**src/hdl/max_pool_pkg.sv**
```systemverilog
package max_pool_pkg;

	// pixel and run-time setting widths
	localparam int PIX_W = 8;
	localparam int DIM_W = 16; // map dims come in as value - 1

	// widest map the row buffer can hold
	localparam int MAX_W = 128;

	// one buffer entry per column pair
	localparam int BUF_DEPTH = MAX_W / 2;
	localparam int BUF_ADDR_W = $clog2(BUF_DEPTH);

	// unsigned feature map pixel
	typedef logic [PIX_W-1:0] pixel_t;

	// dimension setting or counter value
	typedef logic [DIM_W-1:0] dim_t;

	// column-pair index into the row buffer
	typedef logic [BUF_ADDR_W-1:0] buf_addr_t;

	// block control states
	typedef enum logic
	{
		ST_IDLE = 1'b0, // waiting for start
		ST_RUN  = 1'b1  // frame in progress
	} ctrl_state_e;

endpackage

```
**src/hdl/pool_pos_if.sv**
```systemverilog
`timescale 1ns/1ps

// position of the next pixel to be accepted
interface pool_pos_if
	import max_pool_pkg::*;
();

	logic      x_odd;    // odd column
	logic      y_odd;    // odd row
	buf_addr_t pair_idx; // column / 2
	logic      last_pix; // final pixel of the frame

	modport counter
	(
		output x_odd,
		output y_odd,
		output pair_idx,
		output last_pix
	);

	modport ctrl
	(
		input last_pix
	);

	modport datapath
	(
		input x_odd,
		input y_odd,
		input pair_idx
	);

endinterface

```
**src/hdl/pool_ctrl.sv**
```systemverilog
`timescale 1ns/1ps

module pool_ctrl
	import max_pool_pkg::*;
(
	input  logic       clk,
	input  logic       rst_n,
	input  logic       start_i,   // start strobe, only seen while idle
	input  logic       pix_vld_i, // pixel strobe from the sender
	pool_pos_if.ctrl   pos,
	output logic       accept_o,  // pixel taken into the pipeline
	output logic       idle_o,
	output logic       done_o     // lines up with the final pooled output
);

	ctrl_state_e state_q;
	ctrl_state_e state_d;
	logic        run;
	logic        frame_end;

	assign run = (state_q == ST_RUN);

	// no pixels after the final one until the next start
	assign accept_o = pix_vld_i & run & ~done_o;

	// final pixel goes in this cycle
	assign frame_end = accept_o & pos.last_pix;

	always_comb
	begin
		state_d = state_q;
		unique case (state_q)
			ST_IDLE:
			begin
				if (start_i)
					state_d = ST_RUN;
			end
			ST_RUN:
			begin
				// stay in run while the last output goes out
				if (done_o)
					state_d = ST_IDLE;
			end
			default:
			begin
				state_d = ST_IDLE;
			end
		endcase
	end

	always_ff @(posedge clk or negedge rst_n)
	begin
		if (!rst_n)
			state_q <= ST_IDLE;
		else
			state_q <= state_d;
	end

	// same latency as the max unit output register
	always_ff @(posedge clk or negedge rst_n)
	begin
		if (!rst_n)
			done_o <= 1'b0;
		else
			done_o <= frame_end;
	end

	assign idle_o = (state_q == ST_IDLE);

endmodule

```
**src/hdl/pool_pos_counter.sv**
```systemverilog
`timescale 1ns/1ps

module pool_pos_counter
	import max_pool_pkg::*;
(
	input  logic         clk,
	input  logic         rst_n,
	input  logic         start_i,   // clears the counters, loads the limits
	input  logic         accept_i,  // one accepted pixel
	input  dim_t         map_w_i,   // width - 1
	input  dim_t         map_h_i,   // height - 1
	input  dim_t         map_chn_i, // channels - 1
	pool_pos_if.counter  pos
);

	dim_t col_q;
	dim_t row_q;
	dim_t chn_q;
	dim_t w_lim_q;
	dim_t h_lim_q;
	dim_t c_lim_q;
	logic col_end;
	logic row_end;
	logic chn_end;

	// limits held for the whole frame
	always_ff @(posedge clk or negedge rst_n)
	begin
		if (!rst_n)
		begin
			w_lim_q <= '0;
			h_lim_q <= '0;
			c_lim_q <= '0;
		end
		else if (start_i)
		begin
			w_lim_q <= map_w_i;
			h_lim_q <= map_h_i;
			c_lim_q <= map_chn_i;
		end
	end

	assign col_end = (col_q == w_lim_q);
	assign row_end = (row_q == h_lim_q);
	assign chn_end = (chn_q == c_lim_q);

	// raster order, columns fastest
	always_ff @(posedge clk or negedge rst_n)
	begin
		if (!rst_n)
		begin
			col_q <= '0;
			row_q <= '0;
			chn_q <= '0;
		end
		else if (start_i)
		begin
			col_q <= '0;
			row_q <= '0;
			chn_q <= '0;
		end
		else if (accept_i)
		begin
			if (!col_end)
				col_q <= col_q + 1'b1;
			else
			begin
				col_q <= '0;
				if (!row_end)
					row_q <= row_q + 1'b1;
				else
				begin
					row_q <= '0;
					// wraps to zero after the final pixel
					chn_q <= chn_end ? '0 : chn_q + 1'b1;
				end
			end
		end
	end

	assign pos.x_odd = col_q[0];
	assign pos.y_odd = row_q[0];
	assign pos.pair_idx = col_q[BUF_ADDR_W:1]; // width is at most MAX_W
	assign pos.last_pix = col_end & row_end & chn_end;

endmodule

```
**src/hdl/pool_row_buf.sv**
```systemverilog
`timescale 1ns/1ps

// horizontal maxima of the last even row, one entry per column pair
module pool_row_buf
	import max_pool_pkg::*;
(
	input  logic      clk,
	input  logic      wr_en_i,
	input  buf_addr_t addr_i,    // shared by write and read
	input  pixel_t    wr_data_i,
	output pixel_t    rd_data_o
);

	pixel_t mem [BUF_DEPTH];

	// write lands at the edge
	always_ff @(posedge clk)
	begin
		if (wr_en_i)
			mem[addr_i] <= wr_data_i;
	end

	// low latency read, no output register
	assign rd_data_o = mem[addr_i];

endmodule

```
**src/hdl/pool_max_unit.sv**
```systemverilog
`timescale 1ns/1ps

module pool_max_unit
	import max_pool_pkg::*;
(
	input  logic          clk,
	input  logic          rst_n,
	input  logic          accept_i,
	input  pixel_t        pix_i,
	pool_pos_if.datapath  pos,
	input  logic          last_i,        // final pixel of the frame
	output logic          buf_wr_en_o,
	output buf_addr_t     buf_addr_o,
	output pixel_t        buf_wr_data_o,
	input  pixel_t        buf_rd_data_i, // same cycle as buf_addr_o
	output pixel_t        pool_o,
	output logic          pool_vld_o,
	output logic          pool_last_o
);

	pixel_t left_q;   // even column pixel of the current pair
	pixel_t h_max;    // max of the pair
	pixel_t win_max;  // max of the full 2x2 window
	logic   take_left;
	logic   pair_done;
	logic   win_done;

	function automatic pixel_t pix_max(input pixel_t a, input pixel_t b);
		return (a > b) ? a : b;
	endfunction

	assign take_left = accept_i & ~pos.x_odd;
	assign pair_done = accept_i & pos.x_odd;
	assign win_done = pair_done & pos.y_odd; // bottom right pixel of a window

	always_ff @(posedge clk)
	begin
		if (take_left)
			left_q <= pix_i;
	end

	assign h_max = pix_max(left_q, pix_i);
	assign win_max = pix_max(buf_rd_data_i, h_max);

	// even rows fill the buffer, odd rows read it back
	assign buf_wr_en_o = pair_done & ~pos.y_odd;
	assign buf_addr_o = pos.pair_idx;
	assign buf_wr_data_o = h_max;

	always_ff @(posedge clk)
	begin
		if (win_done)
			pool_o <= win_max;
	end

	// one strobe per window, one cycle after the pixel
	always_ff @(posedge clk or negedge rst_n)
	begin
		if (!rst_n)
		begin
			pool_vld_o <= 1'b0;
			pool_last_o <= 1'b0;
		end
		else
		begin
			pool_vld_o <= win_done;
			pool_last_o <= win_done & last_i;
		end
	end

endmodule

```
**src/hdl/max_pool_top.sv**
```systemverilog
`timescale 1ns/1ps

module max_pool_top
	import max_pool_pkg::*;
(
	input  logic   clk,
	input  logic   rst_n,

	// block control
	input  logic   start_i,
	output logic   idle_o,
	output logic   done_o,

	// run-time map size, each as value - 1
	input  dim_t   map_w_i,
	input  dim_t   map_h_i,
	input  dim_t   map_chn_i,

	// input pixel stream
	input  pixel_t pix_i,
	input  logic   pix_vld_i,

	// pooled output stream
	output pixel_t pool_o,
	output logic   pool_vld_o,
	output logic   pool_last_o
);

	logic      accept;
	logic      buf_wr_en;
	buf_addr_t buf_addr;
	pixel_t    buf_wr_data;
	pixel_t    buf_rd_data;

	pool_pos_if i_pos ();

	pool_ctrl i_ctrl
	(
		.clk       (clk),
		.rst_n     (rst_n),
		.start_i   (start_i),
		.pix_vld_i (pix_vld_i),
		.pos       (i_pos.ctrl),
		.accept_o  (accept),
		.idle_o    (idle_o),
		.done_o    (done_o)
	);

	// start only counts while idle
	pool_pos_counter i_pos_counter
	(
		.clk       (clk),
		.rst_n     (rst_n),
		.start_i   (start_i & idle_o),
		.accept_i  (accept),
		.map_w_i   (map_w_i),
		.map_h_i   (map_h_i),
		.map_chn_i (map_chn_i),
		.pos       (i_pos.counter)
	);

	pool_row_buf i_row_buf
	(
		.clk       (clk),
		.wr_en_i   (buf_wr_en),
		.addr_i    (buf_addr),
		.wr_data_i (buf_wr_data),
		.rd_data_o (buf_rd_data)
	);

	pool_max_unit i_max_unit
	(
		.clk           (clk),
		.rst_n         (rst_n),
		.accept_i      (accept),
		.pix_i         (pix_i),
		.pos           (i_pos.datapath),
		.last_i        (i_pos.last_pix),
		.buf_wr_en_o   (buf_wr_en),
		.buf_addr_o    (buf_addr),
		.buf_wr_data_o (buf_wr_data),
		.buf_rd_data_i (buf_rd_data),
		.pool_o        (pool_o),
		.pool_vld_o    (pool_vld_o),
		.pool_last_o   (pool_last_o)
	);

endmodule

```
**config.mk**
```make
export PLATFORM = sky130hd
export DESIGN_NAME = max_pool_top
export DESIGN_NICKNAME = d
export VERILOG_FILES = /design/src/hdl/max_pool_pkg.sv /design/src/hdl/pool_pos_if.sv /design/src/hdl/pool_ctrl.sv /design/src/hdl/pool_pos_counter.sv /design/src/hdl/pool_row_buf.sv /design/src/hdl/pool_max_unit.sv /design/src/hdl/max_pool_top.sv
export SDC_FILE = /design/constraint.sdc
export NUM_CORES = 1
export LEC_CHECK = 0
export BUFFER_PORTS_ARGS = -buffer_cell sky130_fd_sc_hd__buf_4
export CORE_ASPECT_RATIO = 2
export CORE_UTILIZATION = 57
export DETAILED_ROUTE_END_ITERATION = 6
export PLACE_DENSITY = 0.74
export SYNTH_ARGS = -nofsm -noshare
export SYNTH_HDL_FRONTEND = slang
export SYNTH_HIERARCHICAL = 1
export SYNTH_SLANG_ARGS = --single-unit
export TNS_END_PERCENT = 50
```
**constraint.sdc**
```tcl
create_clock -name clk -period 5.4 [get_ports clk]
set_clock_uncertainty 0.15 [all_clocks]
set_input_delay 0.54 -clock clk [delete_from_list [all_inputs] [get_ports clk]]
set_output_delay 0.54 -clock clk [all_outputs]
set_load 0.01 [all_outputs]
```
* After elaboration in Yosys (flattened, before gate mapping)
Memories as Yosys holds them, arrays and structs flattened. Cells that the tools add are included.
Word-level totals: logic and storage cells 60, bits in writable memories 512, bits in registers 116, input bits 60, output and inout bits 12, memories 1
Cells by class: reductions and logical operators 5, bitwise gates (word level) 15, $add $sub $neg 3, muxes and demuxes 19, order comparisons 2, equality and inequality tests 3
Memories:
- i_row_buf.mem | words 64, bits a word 8, read ports 1, clocked after memory_dff 0, wr ports 1, line pool_row_buf.sv:14 | pixel_t mem [BUF_DEPTH];
Operators by type and width (count):
- $mux 16 | 12
- $add 16x1->16 const B | 3
- $eq 16x16->1 | 3
- $gt 8x8->1 | 2
- $mux 8 | 2
- $and 1x1->1 | 11
- $reduce_bool 2->1 | 3
- $mux 1 | 4
- $not 1->1 | 4
- $reduce_and 3->1 | 1
- $pmux 1 s2 | 1
- $reduce_and 2->1 | 1

* Longest topological paths before layout
Gate-level depths: netlist of run 1.
word-level depth 6, mapped depth 20, depth with buffers taken out 13

* Modules after synthesis
The synthesis of run 1 kept the hierarchy.
Modules (own cells, without submodules):
- pool_row_buf | cells an instance 1163, seq. area each 15374.7 µm², instances 1, area an instance 20289.5 µm²
- pool_pos_counter | cells an instance 469, seq. area each 2402.3 µm², instances 1, area an instance 4939.7 µm²
- pool_max_unit | cells an instance 134, seq. area each 530.5 µm², instances 1, area an instance 1325.0 µm²
- pool_ctrl | cells an instance 7, seq. area each 50.0 µm², instances 1, area an instance 77.6 µm²
- max_pool_top | cells an instance 1, seq. area each 0.0 µm², instances 1, area an instance 6.3 µm²

* Worst setup path after synthesis of run 1
OpenSTA, ideal clock, no wires.
kind in2reg, start input pix_i[7], end register i_max_unit.pool_o[0] (data pin), cell stages on the path 15, path slack 1115 ps, setup time 270 ps, arrival 3865 ps, buffers on the path 2, required time 4980 ps, cell sequence inv_1 > ha_1 > nand2_1 > or3_1 > nand2_1 > buf_4 > nand3_1 > nand3_1 > ha_1 > inv_1 > a221o_1 > a21oi_4 > or2_1 > buf_6 > a41oi_2
Between the ends: word-level cells in the longest chain between the ends 4
RTL lines:
- start: declaration | line max_pool_top.sv:20 | input pixel_t pix_i,
- $gt 8x8->1 * | line pool_max_unit.sv:29 | return (a > b) ? a : b;
- $mux 8 * | line pool_max_unit.sv:29
- net buf_wr_data[0] | line max_pool_top.sv:32 | pixel_t buf_wr_data;
- $gt 8x8->1 | line pool_max_unit.sv:29
- $mux 8 * | line pool_max_unit.sv:29
- net i_max_unit.win_max[0] | line pool_max_unit.sv:23 | pixel_t win_max;
- end signal: assignment | line pool_max_unit.sv:53 | pool_o <= win_max;
- end: declaration | line pool_max_unit.sv:16 | output pixel_t pool_o,
The timed path passes the listed nets; every way through them passes the cells marked *. A chain may end at the register's enable or synchronous reset.

* Final worst setup path of run 1
start register i_pos_counter.col_q[2], end register i_max_unit.pool_o[0] (data pin)
Between the ends: word-level cells in the longest chain between the ends 3
RTL lines:
- start: declaration | line pool_pos_counter.sv:16 | dim_t col_q;
- start signal: assignment | line pool_pos_counter.sv:65 | col_q <= col_q + 1'b1;
- $mem_v2 64x8
- net buf_rd_data[2] | line max_pool_top.sv:33 | pixel_t buf_rd_data;
- $gt 8x8->1 | line pool_max_unit.sv:29
- $mux 8 | line pool_max_unit.sv:29
- net i_max_unit.win_max[0] | line pool_max_unit.sv:23
The timed path passes the listed nets, and every way through them passes these cells.

==> results.json, run 1 <==
{
  "drive_gt1_share_pct": 18.3,
  "cts_made_buffers": 51,
  "peakVddDrop_mv": 0.302,
  "synth.most_common_cell": "edfxtp_1",
  "wirelength_mm": 70.0,
  "fin_crit_sh_pct": 94.2,
  "power_frac_clock_pct": 29.7,
  "ant_nets": 0,
  "yosysSeqAreaShare_pct": 68.9,
  "max_freq_ghz": 0.197,
  "num_io_pins": 72,
  "cp_data_arrival_time_ps": 5280,
  "end_kind": "flop",
  "report.final.slew_viol_count": 0,
  "cts.path.max_buffers": 3,
  "wl_met1_mm": 22.4,
  "clkLatencyLatePin_ps": 600,
  "crit_buf_inv": 0,
  "hold_violations": 0,
  "coreArea_um2": 46000,
  "diodes": 0,
  "drt_first_pass_iters": 6,
  "drc_errors": 0,
  "met2WireLength_mm": 36.4,
  "gp_congestion": 0.983,
  "tns_ps": 0,
  "worst_pin_slew_ps": 1440,
  "synth_top_area_share_pct": 59.5,
  "cts.sinks": 628,
  "ys_ff_latch": 628,
  "power.internal_uw": 9420,
  "ys_warn_count": 6,
  "path_cells": "nor2_1 -> a22oi_1 -> nor2_1 -> o31ai_1 -> nand4_1 -> ha_1 -> a21o_1 -> a221o_1 -> a21oi_4 -> or2_1 -> a41oi_2",
  "synth_area_leaders": "edfxtp_1, dfrtp_1, mux4_2, mux2i_1, mux2_2",
  "p_leak_uw": 0.0102,
  "switchingPower_uw": 4430,
  "routedWlPerCell_um": 27.9,
  "grt_max_degree": 65,
  "maxCapViolations": 0,
  "report.power.total_uw": 13800,
  "pwr-share-comb_pct": 28.3,
  "grt_pass1_vias": 16800,
  "cpMaxStageDelayCell": "o31ai_1",
  "drtIter0Drc": 1645,
  "cts.clk_slew.worst_paths_ps": 70,
  "crit_family": "compound AO/OA/AOI/OAI gates",
  "synth-edff-count": 528,
  "postCtsSetupBuffers": 0,
  "p_sw_share_pct": 32.0,
  "setup_viol": 0,
  "port_buffers": 71,
  "postSynthCellCount": 1774,
  "grt_pass1_wl_mm": 104,
  "synth_top_cell_by_area": "edfxtp_1",
  "nets": 1923,
  "hpwl_mm": 46.4,
  "worst_path_most_repeated_cell": "nor2_1",
  "hold_slack_ps": 25.9,
  "hold_class": "in2reg",
  "worstPathRequired_ps": 5590,
  "power.density_nw_per_um2": 464,
  "syn-num-nets": 1853,
  "dieArea_um2": 47700,
  "cts_htree_levels": 2,
  "yosysUniqueCellTypes": 70,
  "r2r-start": "i_pos_counter/col_q[2]",
  "rrSetupSlack_ps": 310,
  "syn2layout_area_growth_pct": 12.0,
  "slowest_delay_ps": 920,
  "async_flop_share_pct": 15.9,
  "rsz0062_at_grt": "no",
  "min_from": "map_h_i[8]",
  "cts_tree": "done",
  "min_period_ps": 5090,
  "vias": 16500,
  "gr-total-overflow": 0,
  "crit_type": "reg2reg",
  "status": "finished clean",
  "die_w_um": 155,
  "start_kind": "flop",
  "startpoint": "i_pos_counter/col_q[2]",
  "slew_headroom_pct": 3.47,
  "seqPwrFrac_pct": 42.0,
  "die_height_um": 308,
  "wl_met3_mm": 5.34,
  "netlist_area_um2": 26600,
  "grt_use_total_pct": 30.1,
  "antenna_found_initial": 0,
  "highest_layer": "met4",
  "cp_max_fo": 38,
  "ys.flop_type": "edfxtp_1",
  "synth_commonest_cells": "edfxtp_1, nor2_1, dfrtp_1, nand2_1, mux2i_1",
  "viasPerCell": 6.58,
  "cts_root_buffer": "clkbuf_16",
  "avgSynthCellArea_um2": 15.0,
  "start_util_pct": 57.9,
  "placementRows": 111
}
[kinds of logic (layout without fill, tap and decap cells)]
family                     Yosys count  after routing  synth area share [%]
DFF                                628            628                  68.9
and+or+nand+nor                    441            441                  8.75
AOI/OAI and AO/OA                  325            325                  8.57
muxes                              165            165                  8.41
buffers and inverters              136            248                  2.49
xor gates and xnor gates            60             60                  1.97
adders and majority gates           19             19                 0.892
[final cells by class]
type	count	area (um^2)
sequential	628	18400
fill	3176	16100
multi-input combinational	1010	7650
clock buffer	59	1380
timing repair buffer	134	1090
tap	621	777
clock inverter	36	488
inverter	19	71.3
[metrics by stage]
stage	std cells	utilization (%)	instance area, um^2	worst slack [ps]
floorplan	1774	-	26600	1110
global placement	2402	60.6	27900	646
finish	2507	64.9	29800	311
detailed placement	2402	60.6	27900	498
CTS	2507	64.9	29800	587
global route	2507	64.9	29800	168
[flip-flops by register name, summed over array words and instances, names as in the netlist]
| register | cells |
|---|---|
| i_pos_counter/w_lim_q | 16 |
| i_max_unit/pool_vld_o | 1 |
| i_pos_counter/h_lim_q | 16 |
| i_max_unit/left_q | 8 |
| i_ctrl/run | 1 |
| i_max_unit/pool_o | 8 |
| i_row_buf/mem | 512 |
| i_pos_counter/col_q | 16 |
| i_ctrl/done_o | 1 |
| i_pos_counter/c_lim_q | 16 |
| i_pos_counter/row_q | 16 |
| i_pos_counter/chn_q | 16 |
| i_max_unit/pool_last_o | 1 |
[final timing paths]
kind	cells after the start	endpoint
worst max-delay path	11	i_max_unit/pool_o[0]
worst min-delay path	2	i_pos_counter/h_lim_q[8]
worst max register to register	11	i_max_unit/pool_o[0]
worst min register to register	1	i_ctrl/run
max in group asynchronous	3	i_pos_counter/col_q[2]
min in group asynchronous	2	i_pos_counter/row_q[14]
[power groups by stage]
stage	combinational, uW	clock (uW)	sequential (uW)
floorplan	2680	0	5720
global placement	3730	0	5920
detailed placement	3790	0	5920
CTS	3810	4150	5820
global route	4090	4310	5840
finish	3920	4110	5820
[worst reg2reg max path: cells and delay by family (launching register included)]
kind	cells	cell delay, ps
AO/OA/AOI/OAI	6	2190
adder cells (fa/ha/maj)	1	400
AND/OR/NAND/NOR	4	1280
flip-flops	1	810
[layout by cell type, fill, tap and decap left out, drive strengths merged, types with 23 or more instances in the layout]
cell    synthesis  routed
nand2          88      88
edfxtp        528     528
xnor2          53      53
mux2           61      61
a22oi          40      40
buf            67     124
o22ai          23      23
mux4           41      41
mux2i          63      63
and2           23      23
nand2b         27      27
o21ai          44      44
clkbuf         50      59
a21oi          63      63
a31oi          27      27
dfrtp         100     100
nor2          118     118
nand3          38      38
[layer usage]
layer | vias up | track usage (%)
li1 | 7026 | -
met1 | 8212 | 32.4
met2 | 966 | 53.6
met3 | 280 | 4.56
met4 | 0 | 21.8
met5 | - | 0
[repair_timing]
item / in CTS / in global routing
hold buffers: 10 / 0
resized for setup: 0 / 0
hold endpoints to repair: 57 / 0
Note: power is estimated with default switching activity, not from simulation.
==> inputs of run 2 (changes only) <==
Settings changed: ABC_AREA set to 1.
==> results.json, run 2 <==
{
  "hold_class": "in2reg",
  "synth.most_common_cell": "nand2_1",
  "num_io_pins": 72,
  "setup_viol": 0,
  "end_kind": "flop",
  "cts_root_buffer": "clkbuf_16",
  "rsz0062_at_grt": "no",
  "cts_htree_levels": 2,
  "viasPerCell": 5.49,
  "ys_warn_count": 6,
  "grt_pass1_vias": 21200,
  "tns_ps": 0,
  "wirelength_mm": 74.7,
  "cts.clk_slew.worst_paths_ps": 70,
  "drtIter0Drc": 2356,
  "maxCapViolations": 0,
  "max_freq_ghz": 0.233,
  "finalNonFillerCells": 3867,
  "diodes": 0,
  "start_kind": "flop",
  "antenna_found_initial": 0,
  "ys.flop_type": "edfxtp_1",
  "status": "finished clean",
  "hold_violations": 0,
  "port_buffers": 71,
  "cp_max_fo": 45,
  "min_from": "start_i",
  "routedWlPerCell_um": 19.3,
  "postSynthCellCount": 3125,
  "startpoint": "i_pos_counter/col_q[3]",
  "grt_max_degree": 122,
  "worstPathRequired_ps": 5480,
  "async_flop_share_pct": 15.9,
  "worst_pin_slew_ps": 1180,
  "cp_data_arrival_time_ps": 4380,
  "cts_tree": "done",
  "final_cell_mix": "nand2_1, edfxtp_1, nor2_1, inv_1, buf_4",
  "final_common_cell": "nand2_1",
  "coreArea_um2": 50100,
  "ys_ff_latch": 628,
  "vias": 21200,
  "netlist_area_um2": 28900,
  "crit_type": "reg2reg",
  "slew_headroom_pct": 21.6,
  "synth_top_cell_by_area": "edfxtp_1",
  "syn-num-nets": 3204,
  "dieArea_um2": 51600,
  "drc_errors": 0,
  "yosysSeqAreaShare_pct": 63.6,
  "hpwl_mm": 48.0,
  "gr-total-overflow": 0,
  "top_register": "i_row_buf/mem",
  "ant_nets": 0,
  "clkLatencyLatePin_ps": 620,
  "cts.path.max_buffers": 3,
  "synth_top_area_share_pct": 54.9,
  "die_w_um": 161,
  "synth-edff-count": 528,
  "fin_crit_sh_pct": 79.6,
  "start_util_pct": 57.6,
  "p_leak_uw": 0.0139,
  "postCtsSetupBuffers": 0,
  "nets": 3253,
  "avgSynthCellArea_um2": 9.24,
  "synth_commonest_cells": "nand2_1, edfxtp_1, nor2_1, inv_1, dfrtp_1",
  "placementRows": 116,
  "gp_congestion": 0.961,
  "synth_area_leaders": "edfxtp_1, nand2_1, dfrtp_1, nor2_1, inv_1",
  "grt_use_total_pct": 29.4,
  "report.final.slew_viol_count": 0,
  "min_period_ps": 4300,
  "r2r-start": "i_pos_counter/col_q[3]",
  "power.density_nw_per_um2": 440,
  "drive_gt1_share_pct": 7.49,
  "cts.sinks": 628,
  "largest_register_ffs": 512,
  "die_height_um": 320,
  "peakVddDrop_mv": 0.312,
  "yosysUniqueCellTypes": 42,
  "cts_made_buffers": 52,
  "drt_first_pass_iters": 6,
  "dp.cells": 3736,
  "grt_pass1_wl_mm": 115,
  "syn2layout_area_growth_pct": 10.2
}
run 2: path summary, 6_finish.rpt:
path / end / slack (ps) / cells after the start
worst min-delay path: i_ctrl/run / 10 / 3
worst max register to register: i_row_buf/mem[12][3] / 1100 / 5
worst max-delay path: i_row_buf/mem[12][3] / 1100 / 5
worst min register to register: i_ctrl/run / 350 / 1
min in group asynchronous: i_pos_counter/row_q[8] / 370 / 2
max in group asynchronous: i_pos_counter/chn_q[8] / 3530 / 3
run 2: cell families (layout without fill, tap and decap cells):
logic type	after synthesis	after routing	synth area share (%)
AOI/OAI and AO/OA	90	90	1.68
xor gates and xnor gates	32	32	0.971
and+or+nand+nor	2050	2050	27.9
adders and majority gates	19	19	0.824
buffers and inverters	306	399	5.03
DFF	628	628	63.6
run 2: per-stage QoR:
step | setup slack (ps) | total power (uW) | utilization [%] | instance area [um^2] | hold WS (ps)
floorplan | 1810 | 8660 | - | 28900 | 94.4
detailed placement | 1220 | 9920 | 59.2 | 29600 | 335
CTS | 1230 | 14000 | 63.5 | 31800 | 0.518
global route | 878 | 14600 | 63.5 | 31800 | 10.1
global placement | 1300 | 9870 | 59.2 | 29600 | 310
finish | 1100 | 14000 | 63.5 | 31800 | 10.9
run 2: layout make-up:
cell class                      instances  area [um^2]
Fill cell                            3954        18300
Multi-Input combinational cell       2191         9050
Clock inverter                         35          428
Inverter                              168          637
Clock buffer                           63         1410
Timing Repair Buffer                  133         1110
Sequential cell                       628        18400
Tap cell                              649          812
run 2: metal layers:
layer	global-route usage [%]	up-vias	part of all wire, %
met5	0	-	0
met4	19.6	0	7.0
li1	-	10100	-
met2	54.3	878	53
met3	4.38	269	6.0
met1	30.4	10000	34
run 2: worst max-delay path, stage by stage (launching register included):
cell	delay, ps
dfrtp_2	960
clkinv_1	230
buf_4	350
nor2_2	420
nand3_1	720
nor2_1	1000
run 2: what timing repair did:
item	in CTS	in global routing
hold buffers	33	0
setup endpoints to repair	0	0
gates resized for setup	0	0
hold endpoints to repair	81	0
run 2: power by group:
part	switching, uW	internal (uW)	total (uW)
Clock	1750	2310	4060
Sequential	151	5500	5650
Combinational	3190	1090	4280
Total	5090	8900	14000
==> inputs of run 3 (changes only) <==
Clock period 5.4 ns to 4.3 ns, I/O delays scaled along.
==> results.json, run 3 (synthesized netlist as in run 2, its figures left out) <==
{
  "highest_layer": "met4",
  "slowest_delay_ps": 510,
  "antenna_found_initial": 0,
  "tns_ps": 0,
  "report.final.slew_viol_count": 0,
  "status": "finished clean",
  "postCtsSetupBuffers": 0,
  "final_common_cell": "nand2_1",
  "hold_slack_ps": 311,
  "die_w_um": 161,
  "crit_buf_inv": 4,
  "end_kind": "flop",
  "port_buffers": 71,
  "reg2regPathDepth": 23,
  "hold_violations": 0,
  "switchingPower_uw": 6360,
  "power_frac_clock_pct": 27.7,
  "final_cell_mix": "nand2_1, edfxtp_1, nor2_1, inv_1, buf_4",
  "worst_path_most_repeated_cell": "nand2_1",
  "grt_pass1_vias": 21800,
  "worst_pin_slew_ps": 988,
  "rsz0062_at_grt": "no",
  "crit_type": "reg2reg",
  "diodes": 0,
  "hpwl_mm": 50.3,
  "clkLatencyLatePin_ps": 630,
  "dp.cells": 3776,
  "start_kind": "flop",
  "min_period_ps": 3710,
  "cpMaxStageDelayCell": "dfrtp_4",
  "cts.sinks": 628,
  "vias": 21700,
  "cp_data_arrival_time_ps": 3930,
  "drive_gt1_share_pct": 8.39,
  "gp_congestion": 0.946,
  "drtIter0Drc": 2481,
  "cts_tree": "done",
  "cts.path.max_buffers": 3,
  "seqPwrFrac_pct": 40.3,
  "maxCapViolations": 0,
  "coreArea_um2": 50100,
  "start_util_pct": 57.6,
  "nets": 3320,
  "drc_errors": 0,
  "fin_crit_sh_pct": 86.3,
  "power.internal_uw": 11100,
  "crit_family": "simple AND/OR/NAND/NOR gates",
  "drt_first_pass_iters": 6,
  "top_register": "i_row_buf/mem",
  "max_freq_ghz": 0.270,
  "cts-resized-gates": 0,
  "ant_nets": 0,
  "peakVddDrop_mv": 0.403,
  "finalNonFillerCells": 3928,
  "slew_headroom_pct": 33.7,
  "wl_met3_mm": 4.90,
  "cts_root_buffer": "clkbuf_16",
  "crit_cells": 23,
  "cts_made_buffers": 53,
  "gr-total-overflow": 0,
  "largest_register_ffs": 512,
  "wl_met1_mm": 25.0,
  "p_sw_share_pct": 36.4,
  "path_cells": "inv_6 -> buf_4 -> nand2_1 -> nand2_1 -> nand2_1 -> nand2_1 -> nand2_1 -> nand2_1 -> nand2_1 -> nand2_1 -> nor2_1 -> nand2_1 -> ha_1 -> inv_1 -> o21bai_1 -> nand2_1 -> nand2_1 -> nand2_1 -> nand2_1 -> nand2_2 -> inv_2 -> nand2_1 -> nand2_1",
  "worstPathRequired_ps": 4520,
  "grt_max_degree": 100,
  "die_height_um": 320,
  "grt_pass1_wl_mm": 117,
  "p_leak_uw": 0.0142,
  "routedWlPerCell_um": 19.5,
  "viasPerCell": 5.51,
  "cts.clk_slew.worst_paths_ps": 70,
  "cp_max_fo": 57,
  "power.density_nw_per_um2": 538,
  "met2WireLength_mm": 40.2,
  "grt_use_total_pct": 30.2,
  "cts_htree_levels": 2,
  "hold_class": "in2async",
  "dieArea_um2": 51600,
  "setup_viol": 0,
  "placementRows": 116,
  "pwr-share-comb_pct": 32.1,
  "num_io_pins": 72,
  "syn2layout_area_growth_pct": 12.3,
  "wirelength_mm": 76.7
}
[run 3: metrics by stage]
stage	util, %	worst slack [ps]	power, uW	area [um^2]
finish	64.8	591	17400	32400
global route	64.8	391	18200	32400
CTS	64.8	678	17400	32400
detailed placement	60.1	682	12600	30100
global placement	60.1	715	12500	30100
floorplan	-	816	10900	28900
[run 3: path summary, 6_finish.rpt]
check | start | endpoint | slack, ps
worst min-delay path | rst_n | i_pos_counter/h_lim_q[9] | 310
max in group asynchronous | rst_n | i_pos_counter/chn_q[10] | 2640
worst max-delay path | i_pos_counter/col_q[1] | i_max_unit/pool_o[3] | 590
min in group clk | i_pos_counter/h_lim_q[1] | i_pos_counter/h_lim_q[1] | 360
worst min register to register | i_pos_counter/h_lim_q[1] | i_pos_counter/h_lim_q[1] | 360
worst max register to register | i_pos_counter/col_q[1] | i_max_unit/pool_o[3] | 590
[run 3: cell type report]
type / count / area [um^2]
Fill cell: 3800 / 17600
Clock inverter: 30 / 323
Inverter: 168 / 637
Timing Repair Buffer: 199 / 1830
Tap cell: 649 / 812
Multi-Input combinational cell: 2191 / 9050
Sequential cell: 628 / 18400
Clock buffer: 63 / 1410
[run 3: worst reg2reg max path: stages, from the launching register on]
cell and delay [ps]:
dfrtp_4 510, inv_6 410, buf_4 440, nand2_1 90, nand2_1 70, nand2_1 80
nand2_1 90, nand2_1 60, nand2_1 120, nand2_1 70, nand2_1 130, nor2_1 50
nand2_1 190, ha_1 300, inv_1 70, o21bai_1 60, nand2_1 60, nand2_1 40
nand2_1 50, nand2_1 60, nand2_2 150, inv_2 100, nand2_1 70, nand2_1 60
[run 3: metal layers]
layer / vias to the layer above / track usage (%)
met3: 325 / 4.47
met5: - / 0
met2: 940 / 54.7
met4: 0 / 24.2
met1: 10200 / 30.6
li1: 10200 / -
[run 3: timing repair]
action | CTS | global route
setup endpoints to repair | 0 | 0
endpoints found under the hold margin | 124 | 0
hold buffers | 59 | 0
[run 3: power groups by stage]
stage               clock, uW  combinational, uW  sequential [uW]
floorplan                   0               3790             7090
global placement            0               5330             7140
detailed placement          0               5400             7150
CTS                      4870               5490             7020
global route             5100               6110             7030
finish                   4830               5590             7020
